`src/hdl/s16_io_pkg.sv`:
```
// Cabinet I/O definitions: game identifiers, I/O sub-selects and the
// per-game joystick bit orders used by the I/O block.
package s16_io_pkg;

    typedef enum logic [1:0] {
        game_std     = 2'd0,
        game_sdi     = 2'd1,
        game_passsht = 2'd2
    } game_e;

    // address bits 13..12 inside the I/O window
    typedef enum logic [1:0] {
        io_ctrl = 2'd0,
        io_cab  = 2'd1,
        io_dip  = 2'd2
    } io_sel_e;

    // standard board wiring of a joystick byte
    function automatic logic [7:0] sort_joy(input logic [7:0] joy);
        return {joy[1:0], joy[3:2], joy[7], joy[5:4], joy[6]};
    endfunction

    // Passing Shot swaps the direction pairs only
    function automatic logic [7:0] pass_joy(input logic [7:0] joy);
        return {joy[7:4], joy[1:0], joy[3:2]};
    endfunction

endpackage

```
`src/hdl/s16_map_pkg.sv`:
```
// Main-board address map and bus sizes.
// Shared by the address decoder, the memory arbiter and the bus interface.
// CPU addresses are word addresses covering byte address bits 23 to 1.
package s16_map_pkg;

    localparam int cpu_addr_w = 23;
    localparam int data_w     = 16;
    localparam int bank_w     = 2;
    localparam int ofs_w      = 17; // byte address bits 17..1
    localparam int mem_addr_w = bank_w + ofs_w;

    localparam logic [bank_w-1:0] bank_rom  = 2'd0;
    localparam logic [bank_w-1:0] bank_vram = 2'd1;
    localparam logic [bank_w-1:0] bank_ram  = 2'd2;

    localparam logic [data_w-1:0] open_bus = 16'hffff;

    typedef enum logic [2:0] {
        region_rom,
        region_vram,
        region_ram,
        region_io,
        region_none
    } region_e;

    // bit n of the byte address sits at a[n]
    function automatic region_e map_region(input logic [cpu_addr_w:1] a);
        if (a[23:22] == 2'd0 && !a[18])                return region_rom;  // 00-03
        if (a[22] && a[18:16] == 3'd0)                 return region_vram; // 40
        if (a[23:22] == 2'd3 && a[18:16] == 3'd7)      return region_ram;  // c7
        if (a[23:22] == 2'd3 && a[18:17] == 2'd2)      return region_io;   // c4
        return region_none;
    endfunction

endpackage

```
`src/hdl/s16_bus_if.sv`:
```
// Single word-cycle bus between the decoder and its two targets.
// req and done are one-cycle strobes; one cycle outstanding at a time.
// addr is CPU wide, memory targets use only the low bits.
`timescale 1ns/1ps

interface s16_bus_if;
    import s16_map_pkg::*;

    logic                  req;
    logic [cpu_addr_w-1:0] addr;
    logic                  we;
    logic [data_w-1:0]     wdata;
    logic [data_w-1:0]     rdata;
    logic                  done;

    modport master (
        output req, addr, we, wdata,
        input  rdata, done
    );

    modport slave (
        input  req, addr, we, wdata,
        output rdata, done
    );
endinterface

```
`src/hdl/s16_addr_decode.sv`:
```
// CPU-side address decoder.
// Registers each CPU word cycle, sorts it by region and hands it to the
// memory arbiter or the I/O block. Unmapped cycles and ROM writes end
// with a bus error and open-bus data.
`timescale 1ns/1ps

module s16_addr_decode (
    input  logic                              clk,
    input  logic                              rst,
    input  logic                              cpu_req,
    input  logic [s16_map_pkg::cpu_addr_w-1:0] cpu_addr,
    input  logic                              cpu_we,
    input  logic [s16_map_pkg::data_w-1:0]     cpu_wdata,
    output logic                              cpu_done,
    output logic [s16_map_pkg::data_w-1:0]     cpu_rdata,
    output logic                              cpu_berr,
    s16_bus_if.master                         io_bus,
    s16_bus_if.master                         mem_bus
);
    import s16_map_pkg::*;

    region_e               cpu_region, region_q;
    logic                  busy;
    logic [cpu_addr_w:1]   addr_q;   // byte address view with bit n at [n]
    logic                  we_q;
    logic [data_w-1:0]     wdata_q;
    logic [bank_w-1:0]     bank;
    logic                  bad_q;
    logic                  cpu_mem;

    assign cpu_region = map_region(cpu_addr);
    assign cpu_mem    = cpu_region inside {region_rom, region_vram, region_ram};

    // ROM is read only
    assign bad_q = (region_q == region_none) || (region_q == region_rom && we_q);

    always_comb begin
        case (region_q)
            region_vram: bank = bank_vram;
            region_ram:  bank = bank_ram;
            default:     bank = bank_rom;
        endcase
    end

    assign mem_bus.addr  = {{(cpu_addr_w - mem_addr_w){1'b0}}, bank, addr_q[ofs_w:1]};
    assign mem_bus.we    = we_q;
    assign mem_bus.wdata = wdata_q;
    assign io_bus.addr   = addr_q;
    assign io_bus.we     = we_q;
    assign io_bus.wdata  = wdata_q;

    always_ff @(posedge clk or posedge rst) begin
        if (rst) begin
            busy        <= 1'b0;
            region_q    <= region_none;
            io_bus.req  <= 1'b0;
            mem_bus.req <= 1'b0;
            cpu_done    <= 1'b0;
            cpu_berr    <= 1'b0;
        end else begin
            io_bus.req  <= 1'b0;
            mem_bus.req <= 1'b0;
            cpu_done    <= 1'b0;
            cpu_berr    <= 1'b0;
            if (cpu_req) begin
                busy        <= 1'b1;
                region_q    <= cpu_region;
                io_bus.req  <= cpu_region == region_io;
                mem_bus.req <= cpu_mem && !(cpu_region == region_rom && cpu_we);
            end
            if (busy && (bad_q || io_bus.done || mem_bus.done)) begin
                busy     <= 1'b0;
                cpu_done <= 1'b1;
                cpu_berr <= bad_q;
            end
        end
    end

    always_ff @(posedge clk) begin
        if (cpu_req) begin
            addr_q  <= cpu_addr;
            we_q    <= cpu_we;
            wdata_q <= cpu_wdata;
        end
        if (busy) begin
            if (bad_q)
                cpu_rdata <= open_bus;
            else if (io_bus.done)
                cpu_rdata <= io_bus.rdata;
            else if (mem_bus.done)
                cpu_rdata <= mem_bus.rdata;
        end
    end

    // the master waits for cpu_done before the next cycle
    a_one_outstanding: assert property (@(posedge clk) disable iff (rst)
        cpu_req |-> !busy);

endmodule

```
`src/hdl/s16_io_ctrl.sv`:
```
// Main-board I/O block.
// Serves cabinet inputs reordered per game, DIP switch reads and the
// control register holding the sound latch and the flip bit. Also raises
// the vertical-blank interrupt, cleared by the CPU acknowledge.
`timescale 1ns/1ps

module s16_io_ctrl (
    input  logic        clk,
    input  logic        rst,
    s16_bus_if.slave    io_bus,
    input  logic [1:0]  game_id,
    input  logic [7:0]  joystick1,
    input  logic [7:0]  joystick2,
    input  logic [7:0]  joystick3,
    input  logic [7:0]  joystick4,
    input  logic [15:0] joyana1,
    input  logic [15:0] joyana2,
    input  logic [3:0]  start_button,
    input  logic [1:0]  coin_input,
    input  logic        service,
    input  logic        dip_test,
    input  logic [7:0]  dipsw_a,
    input  logic [7:0]  dipsw_b,
    input  logic        vint,
    input  logic        irq_ack,
    output logic [7:0]  snd_latch,
    output logic        flip,
    output logic        irq_n
);
    import s16_map_pkg::*;
    import s16_io_pkg::*;

    logic [cpu_addr_w:1] a;
    game_e               game;
    io_sel_e             sel;
    logic [7:0]          sort1, sort2, cab_byte;
    logic [data_w-1:0]   rd_word;
    logic [1:0]          port_cnt, cnt_nxt; // Passing Shot player select
    logic                last_vint;

    // SDI analog sticks, upper byte negated when the screen is flipped
    function automatic logic [7:0] sdi_ana(input logic [15:0] joyana, input logic flp);
        return flp ? (~joyana[15:8] + 8'd1) : joyana[7:0];
    endfunction

    assign a       = io_bus.addr;
    assign game    = game_e'(game_id);
    assign sel     = io_sel_e'(a[13:12]);
    assign sort1   = sort_joy(joystick1);
    assign sort2   = sort_joy(joystick2);
    assign cnt_nxt = port_cnt + 2'd1;

    always_comb begin
        cab_byte = 8'hff;
        case (a[2:1])
            2'd0: begin // buttons
                cab_byte = {2'b11, start_button[1:0], service, dip_test, coin_input};
                if (game == game_sdi)
                    cab_byte[7:6] = {joystick2[4], joystick1[4]};
                else if (game == game_passsht)
                    cab_byte[7:6] = start_button[3:2];
            end
            2'd1: begin
                case (game)
                    game_sdi: cab_byte = sdi_ana(joyana1, flip);
                    game_passsht: begin
                        case (cnt_nxt) // each read moves to the next player
                            2'd1:    cab_byte = pass_joy(joystick1);
                            2'd2:    cab_byte = pass_joy(joystick2);
                            2'd3:    cab_byte = pass_joy(joystick3);
                            default: cab_byte = pass_joy(joystick4);
                        endcase
                    end
                    default: cab_byte = sort1;
                endcase
            end
            2'd2: begin
                if (game == game_sdi)
                    cab_byte = {sort2[7:4], sort1[7:4]}; // fire nibbles
            end
            default: cab_byte = (game == game_sdi) ? sdi_ana(joyana2, flip) : sort2;
        endcase
    end

    always_comb begin
        case (sel)
            io_ctrl: rd_word = {flip, 7'h7f, snd_latch};
            io_cab:  rd_word = {8'hff, cab_byte};
            io_dip:  rd_word = {8'hff, a[1] ? dipsw_b : dipsw_a};
            default: rd_word = open_bus;
        endcase
    end

    always_ff @(posedge clk or posedge rst) begin
        if (rst) begin
            io_bus.done <= 1'b0;
            snd_latch   <= 8'd0;
            flip        <= 1'b0;
            port_cnt    <= 2'd0;
            last_vint   <= 1'b0;
            irq_n       <= 1'b1;
        end else begin
            io_bus.done <= io_bus.req; // fixed one-cycle answer
            if (io_bus.req && io_bus.we && sel == io_ctrl) begin
                snd_latch <= io_bus.wdata[7:0];
                flip      <= io_bus.wdata[15];
            end
            if (io_bus.req && !io_bus.we && sel == io_cab) begin
                if (a[2:1] == 2'd0)
                    port_cnt <= 2'd0; // button read restarts the rotation
                else if (a[2:1] == 2'd1 && game == game_passsht)
                    port_cnt <= cnt_nxt;
            end
            last_vint <= vint;
            if (irq_ack)
                irq_n <= 1'b1; // ack wins over a new edge
            else if (vint && !last_vint)
                irq_n <= 1'b0;
        end
    end

    always_ff @(posedge clk) begin
        if (io_bus.req)
            io_bus.rdata <= rd_word;
    end

endmodule

```
`src/hdl/s16_main_bus.sv`:
```
// Main-board bus controller top level.
// A CPU-side master and a debug dump port reach one external memory and
// the cabinet I/O block through the decoder and the memory arbiter.
`timescale 1ns/1ps

module s16_main_bus (
    input  logic                               clk,
    input  logic                               rst,
    input  logic                               cpu_req,
    input  logic [s16_map_pkg::cpu_addr_w-1:0] cpu_addr,
    input  logic                               cpu_we,
    input  logic [s16_map_pkg::data_w-1:0]     cpu_wdata,
    output logic                               cpu_done,
    output logic [s16_map_pkg::data_w-1:0]     cpu_rdata,
    output logic                               cpu_berr,
    input  logic                               dbg_req,
    input  logic [s16_map_pkg::mem_addr_w-1:0] dbg_addr,
    output logic                               dbg_done,
    output logic [s16_map_pkg::data_w-1:0]     dbg_rdata,
    output logic                               mem_cs,
    output logic [s16_map_pkg::mem_addr_w-1:0] mem_addr,
    output logic                               mem_we,
    output logic [s16_map_pkg::data_w-1:0]     mem_wdata,
    input  logic [s16_map_pkg::data_w-1:0]     mem_rdata,
    input  logic                               mem_ok,
    input  logic [1:0]                         game_id,
    input  logic [7:0]                         joystick1,
    input  logic [7:0]                         joystick2,
    input  logic [7:0]                         joystick3,
    input  logic [7:0]                         joystick4,
    input  logic [15:0]                        joyana1,
    input  logic [15:0]                        joyana2,
    input  logic [3:0]                         start_button,
    input  logic [1:0]                         coin_input,
    input  logic                               service,
    input  logic                               dip_test,
    input  logic [7:0]                         dipsw_a,
    input  logic [7:0]                         dipsw_b,
    input  logic                               vint,
    input  logic                               irq_ack,
    output logic [7:0]                         snd_latch,
    output logic                               flip,
    output logic                               irq_n
);

    s16_bus_if io_bus ();
    s16_bus_if mem_bus ();

    s16_addr_decode u_decode (
        .clk, .rst,
        .cpu_req, .cpu_addr, .cpu_we, .cpu_wdata,
        .cpu_done, .cpu_rdata, .cpu_berr,
        .io_bus  (io_bus),
        .mem_bus (mem_bus)
    );

    s16_io_ctrl u_io (
        .clk, .rst,
        .io_bus (io_bus),
        .game_id, .joystick1, .joystick2, .joystick3, .joystick4,
        .joyana1, .joyana2, .start_button, .coin_input, .service,
        .dip_test, .dipsw_a, .dipsw_b, .vint, .irq_ack,
        .snd_latch, .flip, .irq_n
    );

    s16_mem_arbiter u_arb (
        .clk, .rst,
        .mem_bus (mem_bus),
        .dbg_req, .dbg_addr, .dbg_done, .dbg_rdata,
        .mem_cs, .mem_addr, .mem_we, .mem_wdata,
        .mem_rdata, .mem_ok
    );

endmodule

```
`src/hdl/s16_mem_arbiter.sv`:
```
// Shares the one external memory port between the CPU path and the
// debug dump port. Requests are held as pending flags and granted with
// fixed CPU priority, one access in flight. mem_cs stays high until
// mem_ok and drops for at least a cycle between accesses.
`timescale 1ns/1ps

module s16_mem_arbiter (
    input  logic                               clk,
    input  logic                               rst,
    s16_bus_if.slave                           mem_bus,
    input  logic                               dbg_req,
    input  logic [s16_map_pkg::mem_addr_w-1:0] dbg_addr,
    output logic                               dbg_done,
    output logic [s16_map_pkg::data_w-1:0]     dbg_rdata,
    output logic                               mem_cs,
    output logic [s16_map_pkg::mem_addr_w-1:0] mem_addr,
    output logic                               mem_we,
    output logic [s16_map_pkg::data_w-1:0]     mem_wdata,
    input  logic [s16_map_pkg::data_w-1:0]     mem_rdata,
    input  logic                               mem_ok
);
    import s16_map_pkg::*;

    typedef enum logic [1:0] {own_idle, own_cpu, own_dbg} owner_e;

    owner_e                owner;
    logic                  cpu_pend, dbg_pend;
    logic                  dbg_req_q; // lines the dump strobe up with the decoder stage
    logic [mem_addr_w-1:0] cpu_addr_h, dbg_addr_h;
    logic                  cpu_we_h;
    logic [data_w-1:0]     cpu_wdata_h;

    // held requests stay put while their access is in flight
    assign mem_addr  = (owner == own_dbg) ? dbg_addr_h : cpu_addr_h;
    assign mem_we    = (owner == own_cpu) && cpu_we_h;
    assign mem_wdata = cpu_wdata_h;

    always_ff @(posedge clk or posedge rst) begin
        if (rst) begin
            owner        <= own_idle;
            cpu_pend     <= 1'b0;
            dbg_pend     <= 1'b0;
            dbg_req_q    <= 1'b0;
            mem_cs       <= 1'b0;
            mem_bus.done <= 1'b0;
            dbg_done     <= 1'b0;
        end else begin
            mem_bus.done <= 1'b0;
            dbg_done     <= 1'b0;
            dbg_req_q    <= dbg_req;
            if (mem_bus.req) cpu_pend <= 1'b1;
            if (dbg_req_q)   dbg_pend <= 1'b1;
            if (owner == own_idle) begin
                if (cpu_pend) begin
                    owner    <= own_cpu;
                    cpu_pend <= 1'b0;
                    mem_cs   <= 1'b1;
                end else if (dbg_pend) begin
                    owner    <= own_dbg;
                    dbg_pend <= 1'b0;
                    mem_cs   <= 1'b1;
                end
            end else if (mem_ok) begin
                owner        <= own_idle;
                mem_cs       <= 1'b0;
                mem_bus.done <= owner == own_cpu;
                dbg_done     <= owner == own_dbg;
            end
        end
    end

    always_ff @(posedge clk) begin
        if (mem_bus.req) begin
            cpu_addr_h  <= mem_bus.addr[mem_addr_w-1:0];
            cpu_we_h    <= mem_bus.we;
            cpu_wdata_h <= mem_bus.wdata;
        end
        if (dbg_req)
            dbg_addr_h <= dbg_addr;
        if (mem_cs && mem_ok) begin
            if (owner == own_cpu)
                mem_bus.rdata <= mem_rdata;
            else
                dbg_rdata <= mem_rdata;
        end
    end

    a_addr_stable: assert property (@(posedge clk) disable iff (rst)
        (mem_cs && !mem_ok) |=> (mem_cs && $stable(mem_addr)));

    // dump master keeps at most one read outstanding
    a_dbg_one: assert property (@(posedge clk) disable iff (rst)
        dbg_req |-> !(dbg_req_q || dbg_pend || owner == own_dbg));

endmodule

```
`config.mk`:
```
export PLATFORM = sky130hd
export DESIGN_NAME = s16_main_bus
export DESIGN_NICKNAME = d
export VERILOG_FILES = /design/src/hdl/s16_io_pkg.sv /design/src/hdl/s16_map_pkg.sv /design/src/hdl/s16_bus_if.sv /design/src/hdl/s16_addr_decode.sv /design/src/hdl/s16_io_ctrl.sv /design/src/hdl/s16_main_bus.sv /design/src/hdl/s16_mem_arbiter.sv
export SDC_FILE = /design/constraint.sdc
export NUM_CORES = 1
export LEC_CHECK = 0
export ABC_AREA = 1
export BUFFER_PORTS_ARGS = -buffer_cell sky130_fd_sc_hd__buf_2
export CORE_UTILIZATION = 25
export CTS_CLUSTER_SIZE = 12
export DETAILED_ROUTE_END_ITERATION = 6
export HOLD_SLACK_MARGIN = 0.05
export PLACE_DENSITY = 0.57
export SLEW_MARGIN = 20
export SYNTH_ARGS = -nofsm -noshare
export SYNTH_HDL_FRONTEND = slang
export SYNTH_HIERARCHICAL = 1
export SYNTH_SLANG_ARGS = --single-unit
```
`constraint.sdc`:
```
create_clock -name clk -period 1.9 [get_ports clk]
set_input_delay 0.38 -clock clk [delete_from_list [all_inputs] [get_ports clk]]
set_output_delay 0.38 -clock clk [all_outputs]
set_load 0.05 [all_outputs]
```
# Yosys cells after proc, flatten, opt, wreduce, memory -nomap -nowiden
# Index checks and enable logic that the tools add are counted.
dict set report classes {
  addsub 3
  eq_ne 21
  mux 62
  n_bitwise 3
  reduce_logical 41
}
# cell count
set op_table {}
lappend op_table {{case mux 16 bit (3 select lines)} 1}
lappend op_table {{case mux 8 bit (3 select lines)} 2}
lappend op_table {{two-way mux 8 bit} 5}
lappend op_table {{two-way mux 1 bit} 33}
lappend op_table {{two-way mux 16 bit} 2}
lappend op_table {{two-way mux 3 bit} 8}
lappend op_table {{two-way mux 19 bit} 1}
lappend op_table {{adder 8 x 1 -> 8 bit, second input constant} 2}
lappend op_table {{equality test 2 bit, second input constant} 8}
lappend op_table {{logical AND 1 bit} 16}
lappend op_table {{two-way mux 2 bit} 8}
lappend op_table {{inverter 8 bit} 2}
lappend op_table {{case mux 8 bit (2 select lines)} 1}
lappend op_table {{equality test 2 x 1 -> 1 bit, second input constant} 5}
lappend op_table {{AND reduction 2 bit} 5}
lappend op_table {{equality test 3 x 2 -> 1 bit, second input constant} 3}
lappend op_table {{logical NOT 3 bit} 3}
lappend op_table {{logical NOT 2 bit} 4}
lappend op_table {{nonzero test 2 bit} 4}
lappend op_table {{equality test 3 x 1 -> 1 bit, second input constant} 2}
lappend op_table {{equality test 3 bit, second input constant} 2}
lappend op_table {{nonzero test 3 bit} 2}
lappend op_table {{logical NOT 1 bit} 4}
lappend op_table {{case mux 2 bit (2 select lines)} 1}
lappend op_table {{other kinds (4)} 6}
dict set report word_totals {
  reg_bits 183
  output_inout_bits 82
}

# Logic depth before layout (Yosys ltp)
# Gate-level depths: netlist of run 1.
dict set report logic_depth {
  ltp_word 18
  ltp_mapped 12
  ltp_nobuf 12
}

# Hierarchy
# Netlist of run 1, hierarchy kept.
# module n_inst cells_per_inst area_each_um2 seq_area_each_um2
set modules_own_cells {}
lappend modules_own_cells {s16_mem_arbiter 1 189 3233.1 2812.7}
lappend modules_own_cells {s16_addr_decode 1 201 2615.0 1883.1}
lappend modules_own_cells {s16_io_ctrl 1 383 2471.1 621.8}

# Least setup slack after synthesis of run 1
# OpenSTA, ideal clock, no wires.
dict set report synth_timing {
  path_kind {reg2reg}
  from {register u_decode.region_q[2]}
  to {register u_decode/cpu_rdata[0] (netlist name) (enable)}
  setup_time_ns 0.394
  arrival_time_ns 1.506
  t_required_ns 1.506
  setup_slack_ns 0.000
  stages_incl_launch_ff 3
  n_path_buf 0
  period_less_slack_ns 1.900
  path_cell_list {dfstp_2 -> o21ai_4 -> a21oi_1}
}
dict set report synth_between {
  elab_chain_cells 5
  word_cells_on_any_way 6
  classes_between {1 x eq/ne; 5 x reduce/logical}
}
# element line_no
set synth_lines {}
lappend synth_lines {{start, declared} s16_addr_decode.sv:22} ;# region_e cpu_region, region_q;
lappend synth_lines {{start signal, assigned} s16_addr_decode.sv:55} ;# region_q <= region_none;
lappend synth_lines {{start signal, assigned} s16_addr_decode.sv:67} ;# region_q <= cpu_region;
lappend synth_lines {{logical NOT 3 bit} s16_addr_decode.sv:35} ;# assign bad_q = (region_q == region_none) || (region_q == region_rom && we_q);
lappend synth_lines {{logical AND 1 bit} s16_addr_decode.sv:35}
lappend synth_lines {{logical OR 1 bit (*)} s16_addr_decode.sv:35}
lappend synth_lines {{nonzero test 3 bit (no source line) (*)} --}
lappend synth_lines {{AND reduction 2 bit (no source line) (*)} --}
lappend synth_lines {{end signal, assigned} s16_addr_decode.sv:87} ;# cpu_rdata <= open_bus;
lappend synth_lines {{end signal, assigned} s16_addr_decode.sv:89} ;# cpu_rdata <= io_bus.rdata;
lappend synth_lines {{end signal, assigned} s16_addr_decode.sv:91} ;# cpu_rdata <= mem_bus.rdata;
lappend synth_lines {{end, declared} s16_addr_decode.sv:15} ;# output logic [s16_map_pkg::data_w-1:0] cpu_rdata,
# Mark *: on every way between the ends. The rest lies on a longest branch, timed or not.
# A chain may end at the register's enable or synchronous reset.

# Worst setup path in the final report of run 1
dict set report layout_timing {
  from {register u_arb.owner[0]}
  to {output port mem_addr[12] (netlist name)}
}
dict set report layout_between {
  elab_chain_cells 2
}
# element line_no
set layout_lines {}
lappend layout_lines {{start, declared} s16_mem_arbiter.sv:26} ;# owner_e owner;
lappend layout_lines {{start signal, assigned} s16_mem_arbiter.sv:40} ;# owner <= own_idle;
lappend layout_lines {{start signal, assigned} s16_mem_arbiter.sv:55} ;# owner <= own_cpu;
lappend layout_lines {{start signal, assigned} s16_mem_arbiter.sv:59} ;# owner <= own_dbg;
lappend layout_lines {{equality test 2 bit} s16_mem_arbiter.sv:34} ;# assign mem_addr = (owner == own_dbg) ? dbg_addr_h : cpu_addr_h;
lappend layout_lines {{two-way mux 19 bit} s16_mem_arbiter.sv:34}
lappend layout_lines {{end, declared} s16_main_bus.sv:21} ;# output logic [s16_map_pkg::mem_addr_w-1:0] mem_addr,
# Every way passes these cells.

==> results of run 1 <==
registers in the layout, summed over array words and instances, names as in the netlist, 2 cells and up:
register,cells
u_arb/dbg_addr_h,19
u_decode/cpu_rdata,16
u_decode/io_bus.addr,17
u_decode/io_bus.wdata,16
u_arb/mem_bus.rdata,16
u_arb/dbg_rdata,16
u_arb/mem_wdata,16
u_io/snd_latch,8
u_io/io_bus.rdata,9
u_arb/owner,2
u_arb/cpu_addr_h,19
u_decode/region_q,3
u_io/port_cnt,2
stage by stage:
| step | worst slack (ps) | cells |
|---|---|---|
| floorplan | 26.8 | 768 |
| global placement | 34.9 | 1384 |
| detailed placement | -21.3 | 1384 |
| CTS | -9.69 | 1421 |
| global route | -64.4 | 1423 |
| finish | 22.1 | 1424 |
power breakdown:
part           leakage (uW)  total, uW  internal, uW  switching (uW)
Sequential          0.00174       4910          4710             201
Clock              0.000289       3530          1970            1560
Combinational       0.00251       3670          1110            2560
Total               0.00454      12100          7800            4310
what timing repair did:
| item | CTS | global route |
|---|---|---|
| endpoints found under the setup margin | 21 | 25 |
| hold buffers | 2 | 0 |
| cloned | 0 | 0 |
| resized for setup | 45 | 9 |
| endpoints found under the hold margin | 16 | 0 |
| setup buffers | 3 | 1 |
layout make-up:
type	instances	share of cell area [%]
Tap cell	402	4.80
Sequential cell	176	49.1
Inverter	59	2.12
Antenna cell	2	0.0478
Timing Repair Buffer	285	16.1
Multi-Input combinational cell	468	22.2
Clock buffer	18	4.10
Clock inverter	14	1.48
per-layer routing:
layer | up-vias | GRT usage [%]
li1 | 3040 | -
met1 | 2817 | 18.0
met2 | 180 | 23.2
met3 | 26 | 3.31
met4 | 4 | 5.38
met5 | - | 0
how the worst max path moves through the flow:
stage | startpoint | to | slack, ps | cells after the start
3_5_place_dp | game_id[0] | u_io/io_bus.rdata[1] | -20 | 7
4_1_cts | u_arb/owner[0] | mem_addr[12] | -10 | 6
2_1_floorplan | u_arb/mem_cs | u_arb/dbg_rdata[0] | 30 | 2
6_report | u_arb/owner[0] | mem_addr[12] | 20 | 6
5_1_grt | u_arb/owner[0] | mem_addr[12] | -60 | 6
3_3_place_gp | u_io/port_cnt[0] | u_io/io_bus.rdata[2] | 30 | 9
==> metrics.txt, run 1 <==
worst hold stages=1; die area=33100 sq um; Nets=1191; Worst slew margin=57.3%; vias=6067; largest net degree at the start of global routing=30; Worst Tran Pin Value=639 ps; post-layout min period=1880 ps; FF-to-FF setup slack=80 ps; CP peak stage delay=400 ps; Worst-Skew Late Latency=440 ps; CTS tree=done; final worst-path cycle share=98.8%; R2R Path Start=u_io/port_cnt[0]; Overflow after GRT=0; Fill cells=3258; Slew Viols, Final=0; Util after Layout=33.0%; setup tns final=0 ps; first-pass GRT wire length=34300 um; most frequent cells in the layout=230 x buf_2, 165 x nand2_1, 146 x edfxtp_1, 73 x nor2_1, 55 x nand3_1; clock buffer depth=2; die span in x=182 um; IO Pins=254; Worst Setup Start Kind=flop; Synthesis Warnings=6; min-delay src=cpu_addr[11]; Post-DP Area=9670 sq um; CTS Buf Count=17; Final Setup Violations=0; Worst Skew=11.4 ps; Setup crit end kind=primary output; vias in the first global route=5999; met3 WL post-DR=1140 um; detailed placement HPWL=18200 um; Reg2Reg Depth=10; drc violations=0; cell count after synthesis=762; CP Class=reg -> out; H-Tree Depth=4; Vert. Die Dim=182 um; clk root buf=clkbuf_16; pwr dens=1160 nW/um^2; slowest CP cell=dfrtp_1; LEAKAGE=0.00454 uW; hold crit path type=in -> reg; Post-DRT Antenna Nets=0; Top Layer Used=met5; # rows=65; multi-input logic area=2330 sq um; data arrival time of the critical path=1500 ps; initial antenna violation count=5; TritonCTS Sinks=176; Worst path most repeated cell=nand2_2; layout cell share with drive strength beyond 1=35.6%; GRT Util Overall=14.1%; sequential cell area=5140 sq um; drt pass-1 iters=4; area grow syn2layout=29.2%; Clock transition at path regs=70 ps; Initial Util=25.6%; vias per cell=4.26; Total Wirelength=23300 um; syn avg cell area=10.6 sq um; design area=10500 sq um; Hold Slack=116 ps; Worst Path Required=1520 ps; RSZ-0062 raised after global routing=true; DR WL met2=11100 um; Peak VDD IR=0.000582 V; total power=12100 uW; Post-Syn Area=8110 sq um; maxcap violations=0; worst r2r dst=u_io/io_bus.rdata[2]; Peak Freq=0.533 GHz; Worst path top cell family by delay=buffers and inverters; Wirelength per Cell=16.3 um; final hold violation count=0; most common cell after layout, fill and taps aside=buf_2; crit-path max FO=20; Placer Congestion=0.843; Bufs and invs on worst path=3; Starting DRT DRC Count=250; status=finished clean; DRT met1 WL=10500 um; Port Buffers=250; core region area=31700 sq um; hold worst-path end=u_decode/io_bus.addr[11]; critical path, cell by cell=inv_2 > nand2_2 > buf_12 > nand2_1 > nand2_2 > buf_8
Note: power is estimated with default switching activity, not from simulation.
==> run 2: changes to the inputs <==
GPL_ROUTABILITY_DRIVEN = 0   (was unset)
PLACE_DENSITY = 0.58   (was 0.57)
SYNTH_HIERARCHICAL = unset   (was 1)
==> run 2 against run 1 <==
The run now ends with negative setup slack left. Worst hold slack worse by 36 ps. Via count down 5.4%. Synthesized cell count down 16%. Sequential cell count unchanged. Highest routed layer unchanged. Non-clock buffer count down 4. Critical path depth down 2. Clock skew up 2.0 ps. Clock power down 3%. Die area down 7.3%. Combinational power down 4%.
==> metrics.txt, run 2 <==
status=finished with violations; failing checks=negative setup slack; Total Wirelength=21000 um (-9.5%); CTS Buf Count=17 (unchanged); Post-synth EDFFs=146; Post-DRT Antenna Nets=0 (unchanged); Nets=1108 (-7.0%); final hold violation count=0 (unchanged); final worst slack=-125 ps (-147 ps); most frequent cells in the layout=230 x buf_2, 146 x edfxtp_1, 114 x nand2_1, 73 x nor2_1, 51 x o21ai_0; R2R Path Start=u_io.port_cnt[1]; Area contributors post-synth=edfxtp_1 58%, dfrtp_1 9.3%, nand2_1 5.8%; final worst-path cycle share=107% (+7.7 points); vias per cell=4.28 (+0.56%); synth unique cells=37; Place WS=33.9 ps (+55.2 ps); IO Pins=254 (unchanged); sequential area share after synthesis=68.5%; pwr dens=1150 nW/um^2 (-0.21%); Worst Skew=13.4 ps (+2.02 ps); die span in x=175 um (-3.7%); Worst slew margin=64.9% (+7.6 points); vias=5741 (-5.4%); initial antenna violation count=17 (+12); H-Tree Depth=4 (unchanged); maxcap violations=0 (unchanged); most instantiated cells after synthesis=146 x edfxtp_1, 115 x nand2_1, 73 x nor2_1; Worst Path Required=1520 ps (about the same); layout cell share with drive strength beyond 1=38.5% (+2.9 points); Critical Path End=mem_addr[5]; # rows=63 (-3.1%); Syn Nets=826; area grow syn2layout=36.4%; CP Class=reg -> out; largest net degree at the start of global routing=24 (-20%); worst r2r dst=u_io.io_bus.rdata[7]; Post-synth ARST share=17.0%; CTS tree=done; CP peak stage delay=430 ps (+30 ps); crit-path max FO=10 (-50%); Post-Syn Area=7500 sq um (-7.4%); Worst Tran Pin Value=526 ps (-114 ps); vias in the first global route=5666 (-5.6%); Port Buffers=250 (unchanged); cell taking the most area after synthesis=edfxtp_1; Synth top area share=58.4%; clock buffer depth=2 (unchanged); Wirelength per Cell=15.7 um (-3.8%); clk root buf=clkbuf_16; first-pass GRT wire length=31400 um (-8.5%); slowest CP cell=dfrtp_1; Worst Setup Start Kind=flop; most common cell after layout, fill and taps aside=buf_2; Peak Freq=0.494 GHz (-7.3%); Overflow after GRT=0 (unchanged); Main synth FF type=edfxtp_1; Worst-Skew Late Latency=430 ps (about the same); crit path from=u_arb.owner[1]; most frequent cell after synthesis=edfxtp_1; Synthesis Warnings=0 (-6); WP depth=4 (-2); Initial Util=25.4% (-0.17 points); die area=30700 sq um (-7.3%); min-delay src=vint; Worst path top cell family by delay=flip-flops; critical path, cell by cell=nand2_4 > buf_12 > mux2_2 > buf_6; Vert. Die Dim=175 um (-3.7%); cell count after synthesis=642 (-16%); Fill cells=3009 (-7.6%); RSZ-0062 raised after global routing=true; Bufs and invs on worst path=2 (-1); FF+latch count, synth=176; Final Setup Violations=19 (+19); GRT Util Overall=13.7% (-0.36 points); Reg2Reg Depth=10 (unchanged); FF-to-FF setup slack=110 ps (+30 ps); post-layout min period=2030 ps (+147 ps); Hold Slack=79.8 ps (-36.0 ps); detailed placement HPWL=16200 um (-11%); Starting DRT DRC Count=330 (+32%); Peak VDD IR=0.000638 V (+9.5%); hold crit path type=in -> reg; Setup crit end kind=primary output; drt pass-1 iters=5 (+1); syn avg cell area=11.7 sq um (+9.9%); drc violations=0 (unchanged); LEAKAGE=0.00433 uW (-4.8%); Clock transition at path regs=70 ps (about the same); Slew Viols, Final=0 (unchanged); TritonCTS Sinks=176 (unchanged); data arrival time of the critical path=1650 ps (+150 ps); core region area=29600 sq um (-6.8%)
-- run 2: stage by stage --
stage | total power (uW) | instance area (sq um) | instances | TNS (ps) | util, %
CTS | 11900 | 10200 | 1326 | -2820 | 34.5
detailed placement | 8130 | 9450 | 1292 | 0 | 32.0
global placement | 8110 | 9450 | 1292 | 0 | 32.0
floorplan | 7100 | 7500 | 642 | -13930 | -
finish | 11800 | 10200 | 1340 | -2170 | 34.6
global route | 12300 | 10200 | 1337 | -3350 | 34.6
-- run 2: what timing repair did --
action,CTS,global route
cloned,1,0
hold buffers,1,0
buffers inserted,0,1
endpoints found under the setup margin,19,24
resized for setup,43,3
pin swaps,1,0
hold endpoints to repair,28,0
-- run 2: logic make-up (layout without fill, tap and decap cells) --
| logic type | count (synthesis) | count (layout) | share of synthesized area (%) |
|---|---|---|---|
| compound gates | 108 | 108 | 7.95 |
| xor+xnor | 3 | 3 | 0.350 |
| fa+ha+maj | 12 | 12 | 2.00 |
| buf+inv | 71 | 366 | 3.67 |
| flops | 176 | 176 | 68.5 |
| mux | 27 | 27 | 4.05 |
| other cells | 0 | 13 | 0 |
| simple gates | 245 | 245 | 13.5 |
-- run 2: worst min-delay path by stage --
stage,endpoint,slack [ps],cells past startpoint
3_5_place_dp,u_arb.cpu_addr_h[10],400,0
2_1_floorplan,u_arb.cpu_addr_h[10],400,0
4_1_cts,u_io.last_vint,60,1
5_1_grt,u_io.last_vint,60,1
3_3_place_gp,u_arb.cpu_addr_h[4],400,0
6_report,u_io.last_vint,80,1
-- run 2: final cells by class --
type / count / area [sq um] / share of cell area, %
Sequential cell: 176 / 5140 / 50.2
Multi-Input combinational cell: 395 / 2110 / 20.7
Timing Repair Buffer: 281 / 1690 / 16.5
Tap cell: 390 / 488 / 4.77
Clock buffer: 18 / 429 / 4.19
Inverter: 53 / 199 / 1.94
Clock inverter: 14 / 144 / 1.41
Antenna cell: 13 / 32.5 / 0.318
-- run 2: per-layer routing --
| layer | part of all wire [%] | routed length, um | up-vias | global-route usage [%] |
|---|---|---|---|---|
| li1 | - | - | 2820 | - |
| met1 | 41 | 8680 | 2668 | 16.4 |
| met2 | 50 | 10500 | 210 | 22.8 |
| met3 | 6.9 | 1460 | 35 | 4.72 |
| met4 | 1.8 | 380 | 8 | 5.11 |
| met5 | 0.26 | 55 | - | 0 |
-- run 2: power breakdown --
part | switching (uW) | internal, uW
Clock | 1570 | 1860
Combinational | 2330 | 1190
Sequential | 178 | 4690
Total | 4080 | 7740
-- run 2: worst register-to-register path: stages (launching register included) --
cell and delay, ps:
dfrtp_1 380, inv_1 80, ha_1 290, a21oi_1 210, a31oi_1 140, nor2_1 110
nand2_1 80, nand2_1 60, nand2_1 60, nand3_1 90, nand2_1 50
==> run 3: changes to the inputs <==
CORE_MARGIN = 2   (was unset)
CTS_CLUSTER_DIAMETER = 200   (was unset)
==> run 3 against run 2 <==
The run still ends with negative setup slack left. Routed wire length is 2.2% higher. Total power is 2.1% higher. Global-route usage is 0.16 points lower. Sequential power hardly changed. Die area is 2.3% higher. Worst hold slack worse by 1.6 ps. Critical endpoint unchanged. Largest cell class unchanged.
==> metrics.txt, run 3 (same netlist as run 2, synthesis figures left out) <==
status=finished with violations; failing checks=negative setup slack; Worst Setup Start Kind=flop; first-pass GRT wire length=31800 um (+1.4%); CP Class=reg -> out; CTS Buf Count=17 (unchanged); Starting DRT DRC Count=406 (+23%); Worst-Skew Late Latency=430 ps (about the same); Worst Path Required=1520 ps (about the same); hold crit path type=in -> reg; final hold violation count=0 (unchanged); Worst Tran Pin Value=522 ps (-4.18 ps); Clock transition at path regs=70 ps (about the same); H-Tree Depth=4 (unchanged); most common cell after layout, fill and taps aside=buf_2; Port Buffers=250 (unchanged); # rows=63 (unchanged); detailed placement HPWL=16500 um (+1.9%); Total Wirelength=21500 um (+2.2%); largest net degree at the start of global routing=31 (+29%); R2R Path Start=u_io.port_cnt[0]; Slew Viols, Final=0 (unchanged); core region area=29600 sq um (+0.27%); crit path from=u_arb.owner[0]; clock buffer depth=2 (unchanged); most frequent cells in the layout=230 x buf_2, 146 x edfxtp_1, 113 x nand2_1, 71 x nor2_1, 46 x o21ai_0; RSZ-0062 raised after global routing=true; CTS tree=done; Hold Slack=78.1 ps (-1.63 ps); Nets=1114 (+0.54%); initial antenna violation count=10 (-7); Worst slew margin=65.2% (+0.28 points); vias=5842 (+1.8%); Vert. Die Dim=177 um (+1.1%); final worst slack=-93.5 ps (+31.6 ps); data arrival time of the critical path=1610 ps (-40 ps); GRT Util Overall=13.6% (-0.16 points); TritonCTS Sinks=176 (unchanged); crit-path max FO=10 (unchanged); Peak VDD IR=0.000473 V (-26%); maxcap violations=0 (unchanged); total power=12100 uW (+2.1%); pwr dens=1160 nW/um^2 (+0.71%); Final Setup Violations=19 (unchanged); Wirelength per Cell=16.1 um (+2.2%); layout cell share with drive strength beyond 1=40.4% (+1.9 points); CP peak stage delay=360 ps (-70 ps); drt pass-1 iters=5 (unchanged); drc violations=0 (unchanged); vias in the first global route=5715 (+0.86%); Post-DRT Antenna Nets=0 (unchanged); Worst path top cell family by delay=buffers and inverters; Util after Layout=35.0% (+0.40 points); vias per cell=4.36 (+1.8%); Overflow after GRT=0 (unchanged); Setup crit end kind=primary output; LEAKAGE=0.00438 uW (+1.3%); Place WS=17.0 ps (-16.9 ps); Bufs and invs on worst path=3 (+1); die span in x=177 um (+1.1%); area grow syn2layout=38.4%; clk root buf=clkbuf_16; IO Pins=254 (unchanged); Peak Freq=0.502 GHz (+1.6%); final worst-path cycle share=105% (-1.7 points); die area=31400 sq um (+2.3%); slowest CP cell=dfrtp_1; post-layout min period=1990 ps (-31.6 ps); min-delay src=vint; critical path, cell by cell=inv_2 > nand2_4 > buf_12 > mux2_2 > buf_6; Worst Skew=15.0 ps (+1.54 ps); Initial Util=25.3% (-0.068 points)
-- run 3: cell count changes in the layout (fill, tap and decap cells not counted), moves of 3 or more --
cell / previous run / this run
a21oi_1: 35 / 32
diode_2: 13 / 6
o21ai_1: 0 / 4
buf_4: 24 / 29
o21ai_0: 51 / 46
a21oi_2: 0 / 3
ha_4: 0 / 3
inv_1: 48 / 45
-- run 3: final timing paths --
| check | end | slack, ps | cells after the start |
|---|---|---|---|
| max reg2reg | u_io.io_bus.rdata[3] | 50 | 11 |
| min in group asynchronous | u_io.last_vint | 590 | 4 |
| max in group asynchronous | u_decode.region_q[2] | 960 | 4 |
| min | u_io.last_vint | 80 | 1 |
| min reg2reg | u_arb.cpu_addr_h[15] | 420 | 0 |
| max | mem_addr[5] | -90 | 5 |
-- run 3: power breakdown --
| part | internal [uW] | switching (uW) |
|---|---|---|
| combinational | 1230 | 2370 |
| clock | 2090 | 1520 |
| sequential | 4690 | 162 |
-- run 3: area by class of cell --
| type | instances | area (sq um) |
|---|---|---|
| Sequential cell | 176 | 5140 |
| Fill cell | 3003 | 19300 |
| Timing Repair Buffer | 287 | 1740 |
| Inverter | 53 | 203 |
| Antenna cell | 6 | 15.0 |
| Clock buffer | 17 | 425 |
| Multi-Input combinational cell | 395 | 2190 |
| Clock inverter | 15 | 181 |
| Tap cell | 390 | 488 |
-- run 3: timing repair --
item	4_1_cts	5_1_grt
gates cloned	1	0
endpoints found under the hold margin	3	0
gates resized for setup	48	24
hold buffers	1	0
setup endpoints to repair	20	27
pin swaps	0	7
setup buffers	1	2
-- run 3: metal layers --
metal	global-route usage [%]	wire length, um	vias up
met2	22.3	10500	225
li1	-	-	2821
met5	0	46	-
met4	5.12	589	8
met3	4.08	1500	43
met1	16.8	8870	2745
-- run 3: stage by stage --
stage,cell area [sq um],cells,TNS (ps)
6_report,10400,1339,-1550
3_5_place_dp,9470,1296,0
3_3_place_gp,9470,1296,0
5_1_grt,10400,1338,-3080
2_1_floorplan,7500,642,-13930
4_1_cts,10300,1331,-2280
